--- config.mk ---
export PLATFORM = sky130hd
export DESIGN_NAME = efpga_soc_bridge
export DESIGN_NICKNAME = d
export VERILOG_FILES = /design/src/common/efpga_pkg.sv /design/src/hw/control_filter.sv /design/src/hw/efpga_soc_bridge.sv /design/src/hw/event_bridge.sv /design/src/hw/reg_access_gate.sv /design/src/hw/tcdm/tcdm_arbiter.sv /design/src/hw/tcdm/tcdm_port_slice.sv
export SDC_FILE = /design/constraint.sdc
export NUM_CORES = 1
export LEC_CHECK = 0
export ABC_AREA = 1
export BUFFER_PORTS_ARGS = -buffer_cell sky130_fd_sc_hd__buf_4
export CORE_AREA = 2 2 286 288
export CTS_CLUSTER_SIZE = 8
export DETAILED_ROUTE_END_ITERATION = 16
export DIE_AREA = 0 0 288 290
export PLACE_DENSITY = 0.5
export SLEW_MARGIN = 30
export SYNTH_ARGS = -nofsm -noshare
export SYNTH_HDL_FRONTEND = slang
export SYNTH_SLANG_ARGS = --single-unit
--- constraint.sdc ---
create_clock -name asic_clk_i -period 4.1 [get_ports asic_clk_i]
set_clock_uncertainty 0.2 [all_clocks]
set_input_delay 0.205 -clock asic_clk_i [delete_from_list [all_inputs] [get_ports asic_clk_i]]
set_output_delay 0.205 -clock asic_clk_i [all_outputs]
set_load 0.05 [all_outputs]
--- src/common/efpga_pkg.sv ---
//////////////////////////////////////////////////
// shared widths, counts, bus structs and enums for
// the eFPGA SoC bridge; use through efpga_pkg::name
//////////////////////////////////////////////////

package efpga_pkg;

   localparam int num_ports       = 4;   // fabric memory ports
   localparam int local_addr_w    = 20;  // fabric side address
   localparam int soc_addr_w      = 32;
   localparam int data_w          = 32;
   localparam int be_w            = 4;
   localparam int num_events      = 8;
   localparam int max_outstanding = 4;   // tag queue depth
   localparam int gnt_delay       = 4;   // register grant delay in cycles

   // fixed upper bits of every fabric memory access
   localparam logic [soc_addr_w-local_addr_w-1:0] window_base = 12'h1C0;

   typedef logic [1:0] port_id_t;

   // fabric memory request, 57 bits
   typedef struct packed {
      logic                    wen;    // 1 = read
      logic [local_addr_w-1:0] addr;
      logic [be_w-1:0]         be;
      logic [data_w-1:0]       wdata;
   } fab_req_t;

   // SoC bus request, 69 bits
   typedef struct packed {
      logic                  wen;      // 1 = read
      logic [soc_addr_w-1:0] addr;
      logic [be_w-1:0]       be;
      logic [data_w-1:0]     wdata;
   } soc_req_t;

   // register access request, 57 bits
   typedef struct packed {
      logic                    wen;    // 1 = read
      logic [local_addr_w-1:0] addr;
      logic [be_w-1:0]         be;
      logic [data_w-1:0]       wdata;
   } reg_req_t;

   // encoding follows wen
   typedef enum logic {
      op_write = 1'b0,
      op_read  = 1'b1
   } bus_op_e;

   typedef enum logic {
      arb_idle = 1'b0,  // nothing waiting for grant
      arb_busy = 1'b1   // request on the bus
   } arb_state_e;

endpackage

--- src/hw/control_filter.sv ---
//////////////////////////////////////////////////
// passes the control word to the fabric once it
// has been stable for three samples
//////////////////////////////////////////////////
`timescale 1ns/10ps

module control_filter (
   input  logic                          asic_clk_i,
   input  logic                          rst_n,
   input  logic [efpga_pkg::data_w-1:0]  control_i,
   output logic [efpga_pkg::data_w-1:0]  control_o
);

   logic [efpga_pkg::data_w-1:0] ctrl_d1;
   logic [efpga_pkg::data_w-1:0] ctrl_d2;
   logic                         stable;   // three equal samples seen

   always_ff @(posedge asic_clk_i or negedge rst_n) begin
      if (!rst_n) begin
         ctrl_d1 <= '0;
         ctrl_d2 <= '0;
         stable  <= 1'b0;
      end else begin
         ctrl_d1 <= control_i;
         ctrl_d2 <= ctrl_d1;
         stable  <= (ctrl_d1 == control_i) && (ctrl_d2 == control_i);
      end
   end

   always_ff @(posedge asic_clk_i or negedge rst_n) begin
      if (!rst_n) begin
         control_o <= '0;
      end else if (stable) begin
         control_o <= ctrl_d1;
      end
   end

endmodule

--- src/hw/efpga_soc_bridge.sv ---
//////////////////////////////////////////////////
// SoC side bridge around the eFPGA fabric: memory
// ports on one bus, control, events, registers
//////////////////////////////////////////////////
`timescale 1ns/10ps

module efpga_soc_bridge (
   input  logic                                asic_clk_i,
   input  logic                                rst_n,
   input  logic [efpga_pkg::num_ports-1:0]     port_en_i,
   input  logic [efpga_pkg::num_ports-1:0]     fab_req_valid_i,
   input  efpga_pkg::fab_req_t                 fab_req_i [efpga_pkg::num_ports],
   output logic [efpga_pkg::num_ports-1:0]     fab_gnt_o,
   output logic [efpga_pkg::num_ports-1:0]     fab_rvalid_o,
   output logic [efpga_pkg::data_w-1:0]        fab_rdata_o [efpga_pkg::num_ports],
   output logic                                soc_req_o,
   output efpga_pkg::soc_req_t                 soc_req_data_o,
   input  logic                                soc_gnt_i,
   input  logic                                soc_rvalid_i,
   input  logic [efpga_pkg::data_w-1:0]        soc_rdata_i,
   input  logic [efpga_pkg::data_w-1:0]        control_i,
   output logic [efpga_pkg::data_w-1:0]        control_o,
   input  logic                                events_en_i,
   input  logic [efpga_pkg::num_events-1:0]    fab_event_i,
   output logic [efpga_pkg::num_events-1:0]    event_o,
   input  logic                                reg_en_i,
   input  logic                                reg_req_valid_i,
   input  efpga_pkg::reg_req_t                 reg_req_i,
   output logic                                reg_gnt_o,
   output logic                                reg_rvalid_o,
   output logic [efpga_pkg::data_w-1:0]        reg_rdata_o,
   output logic                                fab_reg_strobe_o,
   output efpga_pkg::reg_req_t                 fab_reg_req_o,
   input  logic                                fab_reg_gnt_i,
   input  logic                                fab_reg_rvalid_i,
   input  logic [efpga_pkg::data_w-1:0]        fab_reg_rdata_i
);

   logic [efpga_pkg::num_ports-1:0] pend_valid;
   efpga_pkg::soc_req_t             pend_req [efpga_pkg::num_ports];
   logic [efpga_pkg::num_ports-1:0] pend_taken;
   logic [efpga_pkg::num_ports-1:0] resp;          // per-port response strobe
   logic [efpga_pkg::data_w-1:0]    resp_rdata;

   for (genvar g = 0; g < efpga_pkg::num_ports; g++) begin : g_port
      tcdm_port_slice u_slice (
         .asic_clk_i      (asic_clk_i),
         .rst_n           (rst_n),
         .port_en_i       (port_en_i[g]),
         .fab_req_valid_i (fab_req_valid_i[g]),
         .fab_req_i       (fab_req_i[g]),
         .fab_gnt_o       (fab_gnt_o[g]),
         .fab_rvalid_o    (fab_rvalid_o[g]),
         .fab_rdata_o     (fab_rdata_o[g]),
         .pend_valid_o    (pend_valid[g]),
         .pend_req_o      (pend_req[g]),
         .pend_taken_i    (pend_taken[g]),
         .resp_i          (resp[g]),
         .resp_rdata_i    (resp_rdata)
      );
   end

   tcdm_arbiter u_arbiter (
      .asic_clk_i     (asic_clk_i),
      .rst_n          (rst_n),
      .pend_valid_i   (pend_valid),
      .pend_req_i     (pend_req),
      .pend_taken_o   (pend_taken),
      .resp_o         (resp),
      .resp_rdata_o   (resp_rdata),
      .soc_req_o      (soc_req_o),
      .soc_req_data_o (soc_req_data_o),
      .soc_gnt_i      (soc_gnt_i),
      .soc_rvalid_i   (soc_rvalid_i),
      .soc_rdata_i    (soc_rdata_i)
   );

   control_filter u_control_filter (
      .asic_clk_i (asic_clk_i),
      .rst_n      (rst_n),
      .control_i  (control_i),
      .control_o  (control_o)
   );

   event_bridge u_event_bridge (
      .asic_clk_i  (asic_clk_i),
      .rst_n       (rst_n),
      .events_en_i (events_en_i),
      .fab_event_i (fab_event_i),
      .event_o     (event_o)
   );

   reg_access_gate u_reg_access_gate (
      .asic_clk_i       (asic_clk_i),
      .rst_n            (rst_n),
      .reg_en_i         (reg_en_i),
      .reg_req_valid_i  (reg_req_valid_i),
      .reg_req_i        (reg_req_i),
      .reg_gnt_o        (reg_gnt_o),
      .reg_rvalid_o     (reg_rvalid_o),
      .reg_rdata_o      (reg_rdata_o),
      .fab_reg_strobe_o (fab_reg_strobe_o),
      .fab_reg_req_o    (fab_reg_req_o),
      .fab_reg_gnt_i    (fab_reg_gnt_i),
      .fab_reg_rvalid_i (fab_reg_rvalid_i),
      .fab_reg_rdata_i  (fab_reg_rdata_i)
   );

endmodule

--- src/hw/event_bridge.sv ---
//////////////////////////////////////////////////
// gates fabric events with an enable and turns
// each rising edge into a one-cycle SoC pulse
//////////////////////////////////////////////////
`timescale 1ns/10ps

module event_bridge (
   input  logic                               asic_clk_i,
   input  logic                               rst_n,
   input  logic                               events_en_i,
   input  logic [efpga_pkg::num_events-1:0]   fab_event_i,
   output logic [efpga_pkg::num_events-1:0]   event_o
);

   logic [efpga_pkg::num_events-1:0] event_gated;
   logic [efpga_pkg::num_events-1:0] event_q;   // previous gated level

   assign event_gated = fab_event_i & {efpga_pkg::num_events{events_en_i}};

   always_ff @(posedge asic_clk_i or negedge rst_n) begin
      if (!rst_n) begin
         event_q <= '0;
         event_o <= '0;
      end else begin
         event_q <= event_gated;
         event_o <= event_gated & ~event_q;   // rising edge only
      end
   end

endmodule

--- src/hw/reg_access_gate.sv ---
//////////////////////////////////////////////////
// SoC register access toward the fabric; strobes
// and delays grant when enabled, answers if not
//////////////////////////////////////////////////
`timescale 1ns/10ps

module reg_access_gate (
   input  logic                          asic_clk_i,
   input  logic                          rst_n,
   input  logic                          reg_en_i,
   input  logic                          reg_req_valid_i,
   input  efpga_pkg::reg_req_t           reg_req_i,
   output logic                          reg_gnt_o,
   output logic                          reg_rvalid_o,
   output logic [efpga_pkg::data_w-1:0]  reg_rdata_o,
   output logic                          fab_reg_strobe_o,
   output efpga_pkg::reg_req_t           fab_reg_req_o,
   input  logic                          fab_reg_gnt_i,
   input  logic                          fab_reg_rvalid_i,
   input  logic [efpga_pkg::data_w-1:0]  fab_reg_rdata_i
);

   // bit n set once the request has been held n+1 cycles
   logic [efpga_pkg::gnt_delay-1:0] req_hist;

   always_ff @(posedge asic_clk_i or negedge rst_n) begin
      if (!rst_n) begin
         req_hist <= '0;
      end else if (!reg_en_i || !reg_req_valid_i || reg_gnt_o) begin
         req_hist <= '0;                           // start over when dropped or done
      end else begin
         req_hist <= {req_hist[efpga_pkg::gnt_delay-2:0], 1'b1};
      end
   end

   // first cycle of a request only
   assign fab_reg_strobe_o = reg_en_i & reg_req_valid_i & ~req_hist[0];
   assign fab_reg_req_o    = reg_req_i;

   always_comb begin
      if (reg_en_i) begin
         reg_gnt_o    = reg_req_valid_i & req_hist[efpga_pkg::gnt_delay-1] & fab_reg_gnt_i;
         reg_rvalid_o = fab_reg_rvalid_i;
         reg_rdata_o  = fab_reg_rdata_i;
      end else begin
         // fabric unused so answer at once
         reg_gnt_o    = reg_req_valid_i;
         reg_rvalid_o = 1'b1;
         reg_rdata_o  = '0;
      end
   end

endmodule

--- src/hw/tcdm/tcdm_arbiter.sv ---
//////////////////////////////////////////////////
// round-robin share of the SoC memory bus; a tag
// queue routes in-order responses to their port
//////////////////////////////////////////////////
`timescale 1ns/10ps

module tcdm_arbiter (
   input  logic                                asic_clk_i,
   input  logic                                rst_n,
   input  logic [efpga_pkg::num_ports-1:0]     pend_valid_i,
   input  efpga_pkg::soc_req_t                 pend_req_i [efpga_pkg::num_ports],
   output logic [efpga_pkg::num_ports-1:0]     pend_taken_o,
   output logic [efpga_pkg::num_ports-1:0]     resp_o,
   output logic [efpga_pkg::data_w-1:0]        resp_rdata_o,
   output logic                                soc_req_o,
   output efpga_pkg::soc_req_t                 soc_req_data_o,
   input  logic                                soc_gnt_i,
   input  logic                                soc_rvalid_i,
   input  logic [efpga_pkg::data_w-1:0]        soc_rdata_i
);

   efpga_pkg::arb_state_e state;
   efpga_pkg::port_id_t   rr_ptr;      // first port to look at
   efpga_pkg::port_id_t   cur_port;    // owner of the request on the bus
   efpga_pkg::port_id_t   sel;
   logic                  found;
   logic                  load;
   logic                  push;
   logic                  pop;
   efpga_pkg::port_id_t   tag_mem [efpga_pkg::max_outstanding];
   logic [$clog2(efpga_pkg::max_outstanding)-1:0] wr_ptr;
   logic [$clog2(efpga_pkg::max_outstanding)-1:0] rd_ptr;
   logic [$clog2(efpga_pkg::max_outstanding):0]   tag_count;

   // search pending ports starting at rr_ptr
   always_comb begin
      efpga_pkg::port_id_t idx;
      sel   = rr_ptr;
      found = 1'b0;
      for (int k = 0; k < efpga_pkg::num_ports; k++) begin
         idx = rr_ptr + efpga_pkg::port_id_t'(k);
         if (pend_valid_i[idx] && !found) begin
            sel   = idx;
            found = 1'b1;
         end
      end
   end

   // no new request while every tag slot is taken
   assign load = (state == efpga_pkg::arb_idle) & found &
                 (tag_count < efpga_pkg::max_outstanding);

   always_comb begin
      pend_taken_o = '0;
      if (load) begin
         pend_taken_o[sel] = 1'b1;
      end
   end

   always_ff @(posedge asic_clk_i or negedge rst_n) begin
      if (!rst_n) begin
         state    <= efpga_pkg::arb_idle;
         cur_port <= '0;
         rr_ptr   <= '0;
      end else begin
         case (state)
            efpga_pkg::arb_idle: if (load) begin
               state    <= efpga_pkg::arb_busy;
               cur_port <= sel;
            end
            efpga_pkg::arb_busy: if (soc_gnt_i) begin
               state  <= efpga_pkg::arb_idle;
               rr_ptr <= cur_port + 1'b1;   // next in line after the winner
            end
            default: state <= efpga_pkg::arb_idle;
         endcase
      end
   end

   always_ff @(posedge asic_clk_i) begin
      if (load) begin
         soc_req_data_o <= pend_req_i[sel];  // held until grant
      end
   end

   assign soc_req_o = (state == efpga_pkg::arb_busy);
   assign push      = soc_req_o & soc_gnt_i;
   assign pop       = soc_rvalid_i;

   always_ff @(posedge asic_clk_i) begin
      if (push) begin
         tag_mem[wr_ptr] <= cur_port;
      end
   end

   always_ff @(posedge asic_clk_i or negedge rst_n) begin
      if (!rst_n) begin
         wr_ptr    <= '0;
         rd_ptr    <= '0;
         tag_count <= '0;
      end else begin
         if (push) wr_ptr <= wr_ptr + 1'b1;
         if (pop) rd_ptr <= rd_ptr + 1'b1;
         case ({push, pop})
            2'b10:   tag_count <= tag_count + 1'b1;
            2'b01:   tag_count <= tag_count - 1'b1;
            default: tag_count <= tag_count;
         endcase
      end
   end

   // oldest tag owns the response
   always_comb begin
      for (int i = 0; i < efpga_pkg::num_ports; i++) begin
         resp_o[i] = pop & (tag_mem[rd_ptr] == efpga_pkg::port_id_t'(i));
      end
   end

   assign resp_rdata_o = soc_rdata_i;

endmodule

--- src/hw/tcdm/tcdm_port_slice.sv ---
//////////////////////////////////////////////////
// one fabric memory port: holds a single request,
// widens its address and qualifies read responses
//////////////////////////////////////////////////
`timescale 1ns/10ps

module tcdm_port_slice (
   input  logic                             asic_clk_i,
   input  logic                             rst_n,
   input  logic                             port_en_i,
   input  logic                             fab_req_valid_i,
   input  efpga_pkg::fab_req_t              fab_req_i,
   output logic                             fab_gnt_o,
   output logic                             fab_rvalid_o,
   output logic [efpga_pkg::data_w-1:0]     fab_rdata_o,
   output logic                             pend_valid_o,
   output efpga_pkg::soc_req_t              pend_req_o,
   input  logic                             pend_taken_i,
   input  logic                             resp_i,
   input  logic [efpga_pkg::data_w-1:0]     resp_rdata_i
);

   logic                hold_valid;
   efpga_pkg::fab_req_t hold_req;
   logic                in_flight;     // issued, response not back yet
   efpga_pkg::bus_op_e  last_op;

   // take a request only into an empty slot of an enabled port
   assign fab_gnt_o = port_en_i & fab_req_valid_i & ~hold_valid;

   always_ff @(posedge asic_clk_i or negedge rst_n) begin
      if (!rst_n) begin
         hold_valid <= 1'b0;
      end else if (fab_gnt_o) begin
         hold_valid <= 1'b1;
      end else if (pend_taken_i) begin
         hold_valid <= 1'b0;
      end
   end

   always_ff @(posedge asic_clk_i) begin
      if (fab_gnt_o) begin
         hold_req <= fab_req_i;
      end
   end

   // one access per port on the bus, so last_op always matches the response
   always_ff @(posedge asic_clk_i or negedge rst_n) begin
      if (!rst_n) begin
         in_flight <= 1'b0;
         last_op   <= efpga_pkg::op_read;
      end else if (pend_taken_i) begin
         in_flight <= 1'b1;
         last_op   <= efpga_pkg::bus_op_e'(hold_req.wen);
      end else if (resp_i) begin
         in_flight <= 1'b0;
      end
   end

   assign pend_valid_o = hold_valid & ~in_flight;

   always_comb begin
      pend_req_o.wen   = hold_req.wen;
      pend_req_o.addr  = {efpga_pkg::window_base, hold_req.addr};  // SoC window
      pend_req_o.be    = hold_req.be;
      pend_req_o.wdata = hold_req.wdata;
   end

   // writes complete silently
   assign fab_rvalid_o = resp_i & (last_op == efpga_pkg::op_read);
   assign fab_rdata_o  = resp_rdata_i;

endmodule

; ---- Word-level counts from Yosys, hierarchy flattened
; Memories as Yosys holds them, arrays and structs flattened.
; Index checks and enable logic that the tools add are counted.
[classes]
n_addsub = 8
n_lt_le_gt_ge = 8
n_eq_ne = 7
mux = 47
bitwise = 41
reduce_logical = 24
[op_table]
columns = operator, count
row1 = 69-bit binary-select mux with 2-bit select, 1
row2 = 69-bit 2-to-1 mux, 2
row3 = 32-bit equality test, 2
row4 = 32-bit 2-to-1 mux, 1
row5 = 1-bit 2-to-1 mux, 31
row6 = 1-bit bitwise AND, 27
row7 = 2-bit nonzero test, 9
row8 = 8-bit bitwise AND, 2
row9 = "2-bit by 3-bit < comparator with 1-bit output, second input constant", 5
row10 = 1-bit NOT, 10
row11 = "2-bit by 1-bit adder with 2-bit output, second input constant", 4
row12 = 1-bit binary-select mux with 2-bit select, 4
row13 = 4-bit 2-to-1 mux, 2
row14 = 8-bit NOT, 1
row15 = "2-bit equality test, second input constant", 3
row16 = 2-bit 2-to-1 mux, 3
row17 = 3-bit case mux with 2 select lines, 1
row18 = 1-bit logical AND, 5
row19 = 1-bit zero test, 5
row20 = "2-bit adder, second input constant", 2
row21 = "2-bit by 1-bit equality test with 1-bit output, second input constant", 2
row22 = 2-bit AND reduction, 2
row23 = "3-bit by 1-bit adder with 3-bit output, second input constant", 1
row24 = "3-bit >= comparator, second input constant", 1
row25 = other kinds (8), 9
[word_totals]
regBits = 438
ramBits = 8
in_bits = 406
output_inout_bits = 338
wordCells = 181
memories = 1
[mem_list]
columns = name, depth, width, read_ports, rd_ports_with_merged_regs, write_ports, line
row1 = u_arbiter.tag_mem, 4, 2, 1, 0, 1, tcdm_arbiter.sv:30  ; efpga_pkg::port_id_t tag_mem [efpga_pkg::max_outstanding];

; ---- Logic depth before layout (Yosys ltp)
; Gate-level depths: netlist (run 1).
[depth]
depth_word = 21
ltp_mapped = 17
depth_no_buf = 14

; ---- Cells and area by module
; From an unflattened synthesis (run 1), not the netlist that was laid out.
[hier_totals]
hier_cells = 1949
hier_area_um2 = 20611.0
[by_module_without_submodules]
columns = mod, n_inst, cells_per_inst, area_per_inst_um2, seq_area_each_um2
row1 = tcdm_port_slice, 4, 120, 2185.8, 1788.0
row2 = tcdm_arbiter, 1, 980, 6745.2, 2612.5
row3 = control_filter, 1, 304, 3719.8, 2427.3
row4 = reg_access_gate, 1, 144, 890.9, 100.1
row5 = event_bridge, 1, 41, 511.7, 400.4

; ---- Worst setup path before layout (run 1)
; No wires, ideal clock.
[synth_timing]
path_type = register -> output
from = register g_port[0].u_slice.hold_valid
to = output port fab_gnt_o[0] (netlist name)
arrival_time_ns = 3.389
required_time_ns = 3.695
setup_slack_ns = 0.306
path_stages_with_launch = 3
path_buffers = 1
cell_sequence = dfrtp_1 nor2_1 buf_4
[synth_via]
elab_chain_cells = 2
[synth_rtl]
columns = element, line
row1 = from (decl), tcdm_port_slice.sv:23  ; logic hold_valid;
row2 = from (signal assigned), tcdm_port_slice.sv:33  ; hold_valid <= 1'b0;
row3 = from (signal assigned), tcdm_port_slice.sv:35  ; hold_valid <= 1'b1;
row4 = from (signal assigned), tcdm_port_slice.sv:37  ; hold_valid <= 1'b0;
row5 = 1-bit NOT, tcdm_port_slice.sv:29  ; assign fab_gnt_o = port_en_i & fab_req_valid_i & ~hold_valid;
row6 = 1-bit bitwise AND, tcdm_port_slice.sv:29
row7 = to (decl), efpga_soc_bridge.sv:13  ; output logic [efpga_pkg::num_ports-1:0] fab_gnt_o,
; No other way between the ends.

; ---- Final worst setup path (run 1)
[layout_timing]
from = register u_arbiter.rr_ptr[0]
to = register g_port[3].u_slice.hold_valid
[layout_via]
elab_chain_cells = 18
elab_cells_between_ends = 33
classes_between = 3 x add/sub / 2 x order compare / 18 x mux / 2 x bitwise / 8 x reduce/logical
[layout_rtl]
columns = element, line
row1 = from (decl), tcdm_arbiter.sv:23  ; efpga_pkg::port_id_t rr_ptr;
row2 = from (signal assigned), tcdm_arbiter.sv:73  ; rr_ptr <= cur_port + 1'b1;
row3 = branches (longest 16 deep; another with 2-bit by 3-bit < comparator with 1-bit output), --
row4 = 4-bit 2-to-1 mux (*), tcdm_arbiter.sv:55  ; if (load) begin
row5 = 2-bit nonzero test (no source line) (*), --
row6 = to (signal assigned), tcdm_port_slice.sv:33
row7 = to (signal assigned), tcdm_port_slice.sv:35
row8 = to (signal assigned), tcdm_port_slice.sv:37
row9 = to (decl), tcdm_port_slice.sv:23
; Mark *: on every way between the ends. The select of a mux whose other input is x is not followed.
; A chain may end at the register's enable or synchronous reset.

==> impl_metrics.env, run 1 <==
export IMPL_critical_path_slowest_cell="dfrtp_1"
export IMPL_rr_endpoint="g_port[3].u_slice.hold_valid"
export IMPL_cts_made_buffers=66
export IMPL_grt_first_pass_wirelength_mm=103
export IMPL_max_rail_drop_vdd_mv=0.519
export IMPL_setup_worst_path_end_class="flip-flop"
export IMPL_adder_cell_fraction_of_synth_area_pct=0.439
export IMPL_final_period_utilization_pct=80.6
export IMPL_hold_fix_buffer_count_after_cts=283
export IMPL_clockPowerShare_pct=25.2
export IMPL_status="completed"
export IMPL_die_area_mm2=0.0835
export IMPL_utilization_pct=33.3
export IMPL_drive_gt1_share_pct=27.9
export IMPL_cts_htree_levels=3
export IMPL_nFillCells=8085
export IMPL_pwr_density_cell_mw_per_mm2=747
export IMPL_initial_utilization_pct=23.4
export IMPL_routed_via_count=13800
export IMPL_cts_repair_timing_setup_buffer_count=0
export IMPL_ff2ff_path_depth=12
export IMPL_drt_iter0_drc=746
export IMPL_synth_edff_count=293
export IMPL_seqCellArea_mm2=0.0123
export IMPL_globalRoute_totalOverflow=0
export IMPL_cts_resized=0
export IMPL_final_hold_viol_count=0
export IMPL_dieHeight_um=290
export IMPL_critical_path_reg2reg_startpoint="u_arbiter.rr_ptr[0]"
export IMPL_drc=0
export IMPL_viasPerCell=4.16
export IMPL_internal_power_mw=11.5
export IMPL_synth_top_family_by_area="simple AND/OR/NAND/NOR gates"
export IMPL_async_flop_share_pct=32.5
export IMPL_antenna_found_initial=14
export IMPL_critPathLaunchType="flip-flop"
export IMPL_yosys_area_share_xor_xnor_pct=2.38
export IMPL_finalMaxSlewViolations=0
export IMPL_critical_path_endpoint="g_port[3].u_slice.hold_valid"
export IMPL_critical_path_top_cell_by_count="nand2_1"
export IMPL_power_spent_charging_and_discharging_nets_mw=8.39
export IMPL_clock_sinks=434
export IMPL_gr_usage_all_layers_pct=17.1
export IMPL_synthMuxAreaShare_pct=1.80
export IMPL_combined_area_of_the_multi_input_logic_cells_mm2=0.00430
export IMPL_critical_path_n_buffers_inverters=1
export IMPL_netlist_area_before_placement_mm2=0.0188
export IMPL_syn_mean_instance_area_um2=11.3
export IMPL_worstSetupPathDepth=12
export IMPL_cpPeakStageDelay_ps=570
export IMPL_worstSkewPairLatency_ps=590
export IMPL_power_leakage_nw=11.8
export IMPL_clockBufferDepth=3
export IMPL_io_pins=744
export IMPL_setup_total_negative_slack_ps=0
export IMPL_sequentialPowerShare_pct=31.7
export IMPL_crit_family="simple AND/OR/NAND/NOR gates"
export IMPL_route_antenna_remaining_nets=0
export IMPL_worst_path_max_fanout=50
export IMPL_clk_pin_slew_worst_paths_ps=50
export IMPL_tritoncts="built"
export IMPL_synth_cells=1657
export IMPL_clock_tree_root_cell="clkbuf_16"
export IMPL_post_synth_and_or_nand_nor_area_fraction_pct=17.1
export IMPL_worst_slew_pin_slew_ps=869
export IMPL_timing_final_crit_period_ps=3300
export IMPL_cp_arrival_ps=3570
export IMPL_setup_reg_to_reg_worst_slack_ps=800
export IMPL_yosys_warnings=0
export IMPL_ys_seq_area_share_pct=65.6
export IMPL_pwr_share_comb_pct=43.1
export IMPL_finalSetupViolCount=0
export IMPL_routed_wirelength_normalized_by_instance_count_um=22.0
export IMPL_routabilityCongestion=0.871
export IMPL_nNetsFinal=2640
export IMPL_crit_type="reg -> reg"
export IMPL_grt_start_max_net_pins=115
export IMPL_synth_ff_latch_count=434
export IMPL_die_w_um=288
export IMPL_detailedPlacementHpwl_mm=54.3
export IMPL_rows=104
export IMPL_grt_setup_unrepaired="no"
export IMPL_fmax_mhz=303
export IMPL_wirelength_mm=72.9
export IMPL_synth_cell_type_count=41
export IMPL_worst_hold_path_type="in -> async"
export IMPL_flow_area_growth_from_synthesis_pct=41.8
export IMPL_grt_pass1_vias=14600
export IMPL_p_sw_share_pct=42.2
export IMPL_cp_startpoint="u_arbiter.rr_ptr[0]"
export IMPL_timing_critical_path_required_ps=4360
export IMPL_timing_max_cap_violations=0
export IMPL_cp_cell_sequence="nand3_1 -> nand3_1 -> nand2_2 -> nand2_2 -> nand2_1 -> nand2_1 -> nand2_4 -> nand2_4 -> buf_12 -> nand4_1 -> nand2_1 -> nand2_1"
export IMPL_max_slew_margin_rel_pct=42.1
export IMPL_synth_area_in_compound_gates_pct=0.699
export IMPL_floorplan_core_area_mm2=0.0802
export IMPL_io_buffers=457
export IMPL_synth_main_ff_cell="edfxtp_1"
export IMPL_drt_pass1_iter_count=5
flip-flops by register name, indices dropped and copies added, names as in the netlist, 2 cells and up:
signal	count
g_port.u_slice.hold_valid	4
g_port.u_slice.in_flight	4
g_port.u_slice.last_op	4
g_port.u_slice.pend_req_o	228
u_arbiter.cur_port	2
u_arbiter.rd_ptr	2
u_arbiter.rr_ptr	2
u_arbiter.soc_req_data_o	57
u_arbiter.tag_count	3
u_arbiter.tag_mem	8
u_arbiter.wr_ptr	2
u_control_filter.control_o	32
u_control_filter.ctrl_d1	32
u_control_filter.ctrl_d2	32
u_event_bridge.event_o	8
u_event_bridge.event_q	8
u_reg_access_gate.req_hist	4
worst reg2reg max path, stage by stage, from the launching register on:
cell	delay [ps]
dfrtp_1	570
nand3_1	240
nand3_1	200
nand2_2	140
nand2_2	120
nand2_1	50
nand2_1	110
nand2_4	210
nand2_4	510
buf_12	370
nand4_1	290
nand2_1	140
nand2_1	50
Yosys cell counts (3+ instances only):
cell type	count	area, µm²
nand2_1	522	1960
edfxtp_1	293	8800
buf_4	206	1550
nand3_1	142	711
dfrtp_1	137	3430
inv_1	83	312
xnor2_1	46	403
nor2_1	39	146
mux2_2	30	338
buf_2	22	110
clkbuf_1	19	71.3
nand4_1	17	106
buf_6	14	158
nand2_2	11	68.8
o21ai_0	10	50.1
or2_2	9	56.3
buf_1	5	18.8
ha_1	5	62.6
xor2_1	5	43.8
a21oi_1	4	20.0
dfstp_2	4	105
nor4_1	4	25.0
nand3_2	3	30.0
nor3_1	3	15.0
o2111ai_1	3	26.3
kinds of logic after synthesis:
family                   count (synthesis)
buffers and inverters                  353
flip-flops                             434
adder cells (fa/ha/maj)                  6
AND/OR/NAND/NOR                        759
multiplexers                            30
other                                    2
AO/OA/AOI/OAI                           22
XOR/XNOR                                51
power groups by stage:
stage | sequential (mW) | clock, mW | combinational, mW
floorplan | 7.33 | 0 | 5.42
global placement | 6.37 | 0 | 8.33
detailed placement | 6.38 | 0 | 8.48
CTS | 6.32 | 5.17 | 8.71
global route | 6.37 | 5.37 | 9.52
finish | 6.30 | 5.02 | 8.57
worst min path at each step:
stage | to | slack (ps) | cells after the start
5_1_grt | g_port[1].u_slice.pend_req_o[24] | 30 | 3
3_5_place_dp | u_control_filter.control_o[13] | 70 | 1
3_3_place_gp | u_control_filter.control_o[13] | 70 | 1
6_report | u_control_filter.control_o[20] | 5 | 2
4_1_cts | u_control_filter.control_o[13] | 10 | 2
2_1_floorplan | g_port[0].u_slice.hold_valid | -290 | 0
layer usage:
layer  GRT usage [%]  vias up  routed length, µm  share of wire (%)
met4            5.76        6               2430                3.3
met2            31.4      751              38400                 53
li1                -     6381                  -                  -
met5           0.581        -                 69              0.095
met1            16.8     6563              24000                 33
met3            7.62      108               8070                 11
cell type report:
class	count	area share (%)
inverter	86	1.24
multi-input combinational	880	16.1
clock inverter	11	0.549
antenna	6	0.0563
clock buffer	82	6.50
tap	1060	4.98
timing repair buffer	760	24.3
sequential	434	46.3
cells in the final DEF (no fill, tap or decap), drive strengths merged, types with 2 or more instances in the layout:
master,n
buf,477
nor4,4
nor2,42
bufinv,2
nand4,18
nand2,534
dfstp,4
a21oi,4
xnor2,46
nor3,3
ha,5
mux2,30
o211ai,2
o21ai,10
inv,91
diode,6
dfrtp,137
edfxtp,293
o2111ai,3
xor2,5
nor3b,2
dlygate4sd3,283
clkinv,4
clkbuf,82
or2,9
nand3,146
o22ai,2
conb,12
through the flow:
stage | hold slack, ps | worst slack, ps | std cells | total power, mW | cell area (µm²)
finish | 4.94 | 796 | 3319 | 19.9 | 26700
global route | 33.5 | 622 | 3319 | 21.3 | 26700
CTS | 11.0 | 767 | 3313 | 20.2 | 26600
detailed placement | 72.3 | 789 | 2937 | 14.9 | 21900
global placement | 66.3 | 891 | 2937 | 14.7 | 21900
floorplan | -291 | 306 | 1667 | 12.7 | 18800
(Power assumes the default switching activity.)
==> run 2: changes to the inputs <==
--- a/config.mk
+++ b/config.mk
@@ -11,7 +11,7 @@
 export CTS_CLUSTER_SIZE = 8
 export DETAILED_ROUTE_END_ITERATION = 16
 export DIE_AREA = 0 0 288 290
-export PLACE_DENSITY = 0.5
+export PLACE_DENSITY = 0.52
 export SLEW_MARGIN = 30
 export SYNTH_ARGS = -nofsm -noshare
 export SYNTH_HDL_FRONTEND = slang
==> constraint.sdc (replaced) <==
create_clock -name asic_clk_i -period 3.01 [get_ports asic_clk_i]
set_clock_uncertainty 0.2 [all_clocks]
set_input_delay 0.1505 -clock asic_clk_i [delete_from_list [all_inputs] [get_ports asic_clk_i]]
set_output_delay 0.1505 -clock asic_clk_i [all_outputs]
set_load 0.05 [all_outputs]
==> run 2 against run 1 <==
Routed wire length is 1.7% lower. Flip-flop and latch count stayed put. Register-to-register slack got worse by 370 ps. Cell area increased by 5.4%. Via count is 3.3% higher. Critical path depth decreased by 5. Core utilization is 1.8 points higher. Final cell count grew 4.3%. Largest cell class unchanged.
==> impl_metrics.env, run 2 (synthesis gave the netlist of run 1 again) <==
export IMPL_min_from="fab_req_i[151]"
export IMPL_power_leakage_nw=12.4
export IMPL_flow_area_growth_from_synthesis_pct=49.5
export IMPL_tritoncts="built"
export IMPL_grt_pass1_vias=15400
export IMPL_timing_max_cap_violations=0
export IMPL_finalMaxSlewViolations=0
export IMPL_drt_pass1_iter_count=5
export IMPL_floorplan_core_area_mm2=0.0802
export IMPL_globalRoute_totalOverflow=0
export IMPL_crit_type="in -> out"
export IMPL_grt_first_pass_wirelength_mm=103
export IMPL_destination_of_the_worst_hold_path="g_port[1].u_slice.pend_req_o[37]"
export IMPL_io_buffers=457
export IMPL_cts_made_buffers=61
export IMPL_nNetsFinal=2781
export IMPL_max_slew_margin_rel_pct=54.1
export IMPL_routed_via_count=14300
export IMPL_ff2ff_path_depth=13
export IMPL_worst_path_max_fanout=28
export IMPL_grt_setup_unrepaired="no"
export IMPL_worst_slew_pin_slew_ps=687
export IMPL_setup_total_negative_slack_ps=0
export IMPL_cp_cell_sequence="dlygate4sd3_1 -> buf_4 -> nand2_1 -> dlygate4sd3_1 -> nor2_4 -> buf_12 -> buf_4"
export IMPL_max_rail_drop_vdd_mv=1.28
export IMPL_critical_path_reg2reg_startpoint="u_arbiter.rr_ptr[0]"
export IMPL_io_pins=744
export IMPL_status="completed"
export IMPL_seqCellArea_mm2=0.0123
export IMPL_cts_htree_levels=2
export IMPL_worst_hold_path_type="in -> reg"
export IMPL_clock_tree_root_cell="clkbuf_16"
export IMPL_nFillCells=7850
export IMPL_cp_arrival_ps=2410
export IMPL_critical_path_slowest_cell="dlygate4sd3_1"
export IMPL_cpPeakStageDelay_ps=610
export IMPL_initial_utilization_pct=23.4
export IMPL_largest_register_ff_count=228
export IMPL_critical_path_n_buffers_inverters=5
export IMPL_routed_wirelength_normalized_by_instance_count_um=20.7
export IMPL_combined_area_of_the_multi_input_logic_cells_mm2=0.00430
export IMPL_timing_critical_path_required_ps=2660
export IMPL_fmax_mhz=362
export IMPL_antenna_found_initial=17
export IMPL_place_detailed_instances=2947
export IMPL_die_w_um=288
export IMPL_fin_total_pwr_mw=26.9
export IMPL_dieHeight_um=290
export IMPL_critPathLaunchType="primary input"
export IMPL_grt_start_max_net_pins=95
export IMPL_drive_gt1_share_pct=26.2
export IMPL_drt_iter0_drc=754
export IMPL_setup_reg_to_reg_worst_slack_ps=430
export IMPL_worstHoldPathCells=2
export IMPL_clock_sinks=434
export IMPL_clk_pin_slew_worst_paths_ps=50
export IMPL_cts_repair_timing_setup_buffer_count=0
export IMPL_timing_final_crit_period_ps=2760
export IMPL_wirelength_mm=71.6
export IMPL_drc=0
export IMPL_route_antenna_remaining_nets=0
export IMPL_die_area_mm2=0.0835
export IMPL_cp_startpoint="fab_req_valid_i[1]"
export IMPL_setup_worst_path_end_class="output port"
export IMPL_rows=104
export IMPL_viasPerCell=4.12
export IMPL_worstSkewPairLatency_ps=650
export IMPL_gr_usage_all_layers_pct=16.7
export IMPL_finalSetupViolCount=0
export IMPL_pwr_density_cell_mw_per_mm2=959
export IMPL_most_common_layout_cells="nand2_1 (520), buf_4 (472), dlygate4sd3_1 (418), edfxtp_1 (293), nand3_1 (142)"
export IMPL_final_hold_viol_count=0
export IMPL_cts_resized=0
export IMPL_crit_family="buffers and inverters"
export IMPL_finalNonFillerCells=3461
export IMPL_clockBufferDepth=3
export IMPL_final_period_utilization_pct=91.7
export IMPL_detailedPlacementHpwl_mm=52.0
export IMPL_rr_endpoint="u_arbiter.soc_req_data_o[41]"
export IMPL_routabilityCongestion=0.883
export IMPL_mostFrequentLayoutCell="nand2_1"
[run 2: worst register-to-register path, stage by stage, from the launching register on]
cell	delay, ps
dfrtp_1	520
inv_6	190
nand2_2	70
nand2_2	140
nand3_1	100
nand2_2	120
nand2_2	90
nor2_4	140
nand3_4	130
buf_4	300
nand3_1	170
nand2_1	60
nand2_1	50
nand2_1	60
[run 2: where the power goes]
part           total (mW)  switching, mW  internal [mW]
Sequential           8.55          0.496           8.05
Combinational        12.0           8.25           3.74
Clock                6.39           2.62           3.77
Total                26.9           11.4           15.6
[run 2: stage by stage]
step / setup WS [ps] / area (µm²) / hold WS (ps) / utilization [%]
5_1_grt: 147 / 28100 / 3.55 / 35.0
3_3_place_gp: 310 / 22100 / -18.1 / 27.6
6_report: 251 / 28100 / 32.5 / 35.0
2_1_floorplan: 233 / 18800 / -345 / -
4_1_cts: 161 / 28100 / 0.340 / 35.0
3_5_place_dp: 311 / 22100 / -12.9 / 27.6
[run 2: cell type report]
class | count | area share [%]
Sequential cell | 434 | 43.9
Timing Repair Buffer | 906 | 28.6
Multi-Input combinational cell | 880 | 15.3
Clock buffer | 81 | 5.74
Tap cell | 1060 | 4.72
Inverter | 86 | 1.18
Clock inverter | 6 | 0.463
Antenna cell | 8 | 0.0713
[run 2: worst max path at each step]
stage               cells after the start  slack, ps                           end
floorplan                              13        230  g_port[0].u_slice.hold_valid
global placement                       14        310   u_arbiter.soc_req_data_o[3]
detailed placement                     14        310   u_arbiter.soc_req_data_o[3]
CTS                                     7        160                  fab_gnt_o[1]
global route                            7        150                  fab_gnt_o[1]
finish                                  7        250                  fab_gnt_o[1]
[run 2: repair_timing]
item	4_1_cts	5_1_grt
setup endpoints to repair	0	0
endpoints found under the hold margin	462	0
hold buffers	419	0
[run 2: per-layer routing]
| metal | vias up | wire length (µm) | track usage [%] |
|---|---|---|---|
| li1 | 6665 | - | - |
| met4 | 14 | 2790 | 6.67 |
| met2 | 657 | 37400 | 30.8 |
| met1 | 6812 | 23700 | 16.1 |
| met3 | 113 | 7670 | 7.33 |
| met5 | - | 92 | 0.116 |
==> run 3: changes to the inputs <==
--- a/config.mk
+++ b/config.mk
@@ -5,13 +5,12 @@
 export SDC_FILE = /design/constraint.sdc
 export NUM_CORES = 1
 export LEC_CHECK = 0
-export ABC_AREA = 1
 export BUFFER_PORTS_ARGS = -buffer_cell sky130_fd_sc_hd__buf_4
-export CORE_AREA = 2 2 286 288
+export CORE_AREA = 2 2 288 290
 export CTS_CLUSTER_SIZE = 8
 export DETAILED_ROUTE_END_ITERATION = 16
-export DIE_AREA = 0 0 288 290
-export PLACE_DENSITY = 0.52
+export DIE_AREA = 0 0 290 292
+export PLACE_DENSITY = 0.5
 export SLEW_MARGIN = 30
 export SYNTH_ARGS = -nofsm -noshare
 export SYNTH_HDL_FRONTEND = slang
==> run 3 against run 2 <==
Combinational power is 27% lower. Final cell count is 15% lower. Non-clock buffer count decreased by 106. Setup slack worse by 71 ps. Synthesized cell count shrank 29%. Sequential share of layout area is 3.4 points higher. Die area up 1.4%. Clock-buffer cell count up 16. Fmax fell by 2.5%. Critical path depth shrank 1. Area after synthesis down 6.6%. Power fell by 13%. Largest power group unchanged. Highest routed layer unchanged.
==> impl_metrics.env, run 3 <==
export IMPL_drt_pass1_iter_count=4
export IMPL_layout_setup_ws_ps=181
export IMPL_final_hold_viol_count=0
export IMPL_yosys_area_top_type="edfxtp_1"
export IMPL_io_pins=744
export IMPL_destination_of_the_worst_hold_path="g_port[2].u_slice.pend_req_o[43]"
export IMPL_worst_slew_pin_slew_ps=841
export IMPL_clk_pin_slew_worst_paths_ps=50
export IMPL_yosys_warnings=0
export IMPL_timing_final_crit_period_ps=2830
export IMPL_gr_usage_all_layers_pct=14.8
export IMPL_flow_area_growth_from_synthesis_pct=48.4
export IMPL_detailedPlacementHpwl_mm=47.3
export IMPL_clockBufferDepth=3
export IMPL_route_antenna_remaining_nets=0
export IMPL_synth_cells=1179
export IMPL_die_w_um=290
export IMPL_power_leakage_nw=10.8
export IMPL_status="completed"
export IMPL_clock_tree_root_cell="clkbuf_16"
export IMPL_grt_start_max_net_pins=58
export IMPL_die_area_mm2=0.0847
export IMPL_fin_total_pwr_mw=23.5
export IMPL_clock_sinks=434
export IMPL_nNetsFinal=2227
export IMPL_yosys_top_cells_area="edfxtp_1 (50%), dfrtp_1 (20%), buf_4 (8.8%)"
export IMPL_mostFrequentLayoutCell="buf_4"
export IMPL_fmax_mhz=353
export IMPL_cts_made_buffers=61
export IMPL_largest_register_ff_count=228
export IMPL_netlist_area_before_placement_mm2=0.0176
export IMPL_setup_total_negative_slack_ps=0
export IMPL_synth_most_common_cell="edfxtp_1"
export IMPL_cts_repair_timing_setup_buffer_count=0
export IMPL_timing_max_cap_violations=0
export IMPL_synth_common_cells="edfxtp_1 (293), buf_4 (206), dfrtp_1 (137)"
export IMPL_syn_mean_instance_area_um2=14.9
export IMPL_synth_cell_type_count=47
export IMPL_netlist_area_leader_share_pct=50.1
export IMPL_synth_edff_count=293
export IMPL_async_flop_share_pct=32.5
export IMPL_tritoncts="built"
export IMPL_grt_pass1_vias=13000
export IMPL_min_from="fab_req_i[100]"
export IMPL_finalSetupViolCount=0
export IMPL_rr_endpoint="u_arbiter.soc_req_data_o[5]"
export IMPL_final_period_utilization_pct=94.0
export IMPL_routabilityCongestion=0.817
export IMPL_rows=105
export IMPL_worst_hold_path_type="in -> reg"
export IMPL_synth_ff_latch_count=434
export IMPL_pwr_density_cell_mw_per_mm2=900
export IMPL_pre_cts_ws_ps=166
export IMPL_cp_arrival_ps=2950
export IMPL_grt_setup_unrepaired="no"
export IMPL_timing_critical_path_required_ps=3130
export IMPL_cts_htree_levels=2
export IMPL_globalRoute_totalOverflow=0
export IMPL_io_buffers=457
export IMPL_max_rail_drop_vdd_mv=0.683
export IMPL_dieHeight_um=292
export IMPL_worstSkewPairLatency_ps=620
export IMPL_setup_worst_path_end_class="flip-flop"
export IMPL_most_common_layout_cells="buf_4 (466), dlygate4sd3_1 (317), edfxtp_1 (293), dfrtp_1 (137), nand2_1 (73)"
export IMPL_drc=0
export IMPL_worst_path_max_fanout=20
export IMPL_drt_iter0_drc=586
export IMPL_floorplan_core_area_mm2=0.0816
export IMPL_setup_reg_to_reg_worst_slack_ps=180
export IMPL_max_slew_margin_rel_pct=43.7
export IMPL_viasPerCell=3.98
export IMPL_ff2ff_path_depth=6
export IMPL_finalMaxSlewViolations=0
export IMPL_crit_type="reg -> reg"
export IMPL_grt_first_pass_wirelength_mm=91.4
export IMPL_initial_utilization_pct=21.5
export IMPL_synth_main_ff_cell="edfxtp_1"
export IMPL_ys_seq_area_share_pct=70.2
export IMPL_routed_via_count=11600
export IMPL_critical_path_reg2reg_startpoint="g_port[1].u_slice.hold_valid"
export IMPL_routed_wirelength_normalized_by_instance_count_um=22.1
export IMPL_antenna_found_initial=6
export IMPL_wirelength_mm=64.6
export IMPL_drive_gt1_share_pct=32.6
export IMPL_worstHoldPathCells=2
export IMPL_critPathLaunchType="flip-flop"
[run 3: worst max path at each step]
stage                            startpoint  depth (start not counted)  slack (ps)                           end
6_report       g_port[1].u_slice.hold_valid                          6         180   u_arbiter.soc_req_data_o[5]
5_1_grt        g_port[1].u_slice.hold_valid                          6          20  u_arbiter.soc_req_data_o[12]
4_1_cts        g_port[1].u_slice.hold_valid                          6         150   u_arbiter.soc_req_data_o[5]
3_5_place_dp   g_port[1].u_slice.hold_valid                          6         170  u_arbiter.soc_req_data_o[46]
3_3_place_gp   g_port[1].u_slice.hold_valid                          6         200  u_arbiter.soc_req_data_o[14]
2_1_floorplan           u_arbiter.soc_req_o                          4         170     g_port[3].u_slice.last_op
[run 3: worst max-delay path, stage by stage (launching register included)]
cell      delay (ps)
dfrtp_1          400
nor2b_1          330
o22ai_1          130
a22o_1           340
o21ai_4          710
buf_12           260
o221ai_1         140
[run 3: cell type report]
| class | instances | area (µm²) |
|---|---|---|
| fillers | 8000 | 55500 |
| flip-flops and latches | 434 | 12300 |
| repair buffers | 800 | 7000 |
| multi-input cells | 451 | 3340 |
| clock buffers | 97 | 1710 |
| well taps | 1070 | 1340 |
| inverters | 67 | 255 |
| clock inverters | 5 | 63.8 |
| diodes | 2 | 5.00 |
[run 3: what timing repair did]
action | 4_1_cts | 5_1_grt
hold buffers | 318 | 0
hold endpoints to repair | 495 | 0
gates resized for setup | 0 | 0
[run 3: per-stage QoR]
step	cells	cell area [µm²]	util (%)	hold slack, ps
after global placement	2504	21100	25.8	-125
after floorplan	1189	17600	-	-345
after detailed placement	2504	21100	25.8	-113
after global routing	2924	26000	31.9	7.03
after CTS	2924	26000	31.9	0.0307
final	2926	26100	31.9	38.2
[run 3: layer usage]
metal	track usage, %	up-vias	routed length, µm
li1	-	5267	-
met4	5.82	6	2410
met2	27.7	587	34500
met5	0.454	-	76
met1	14.5	5671	21500
met3	6.01	118	6130
[run 3: logic make-up after synthesis]
logic type                 after synthesis  synth area share (%)
xor gates and xnor gates                37                  1.85
adders and majority gates                6                 0.470
muxes                                   98                  5.99
buffers and inverters                  304                  11.2
AOI/OAI and AO/OA                       89                  4.01
DFF                                    434                  70.2
and+or+nand+nor                        209                  6.16
other                                    2                0.0428
[run 3: report_power, final]
group | switching, mW | internal, mW
registers | 0.446 | 7.85
clock network | 2.60 | 3.84
logic | 5.58 | 3.14
total | 8.62 | 14.8
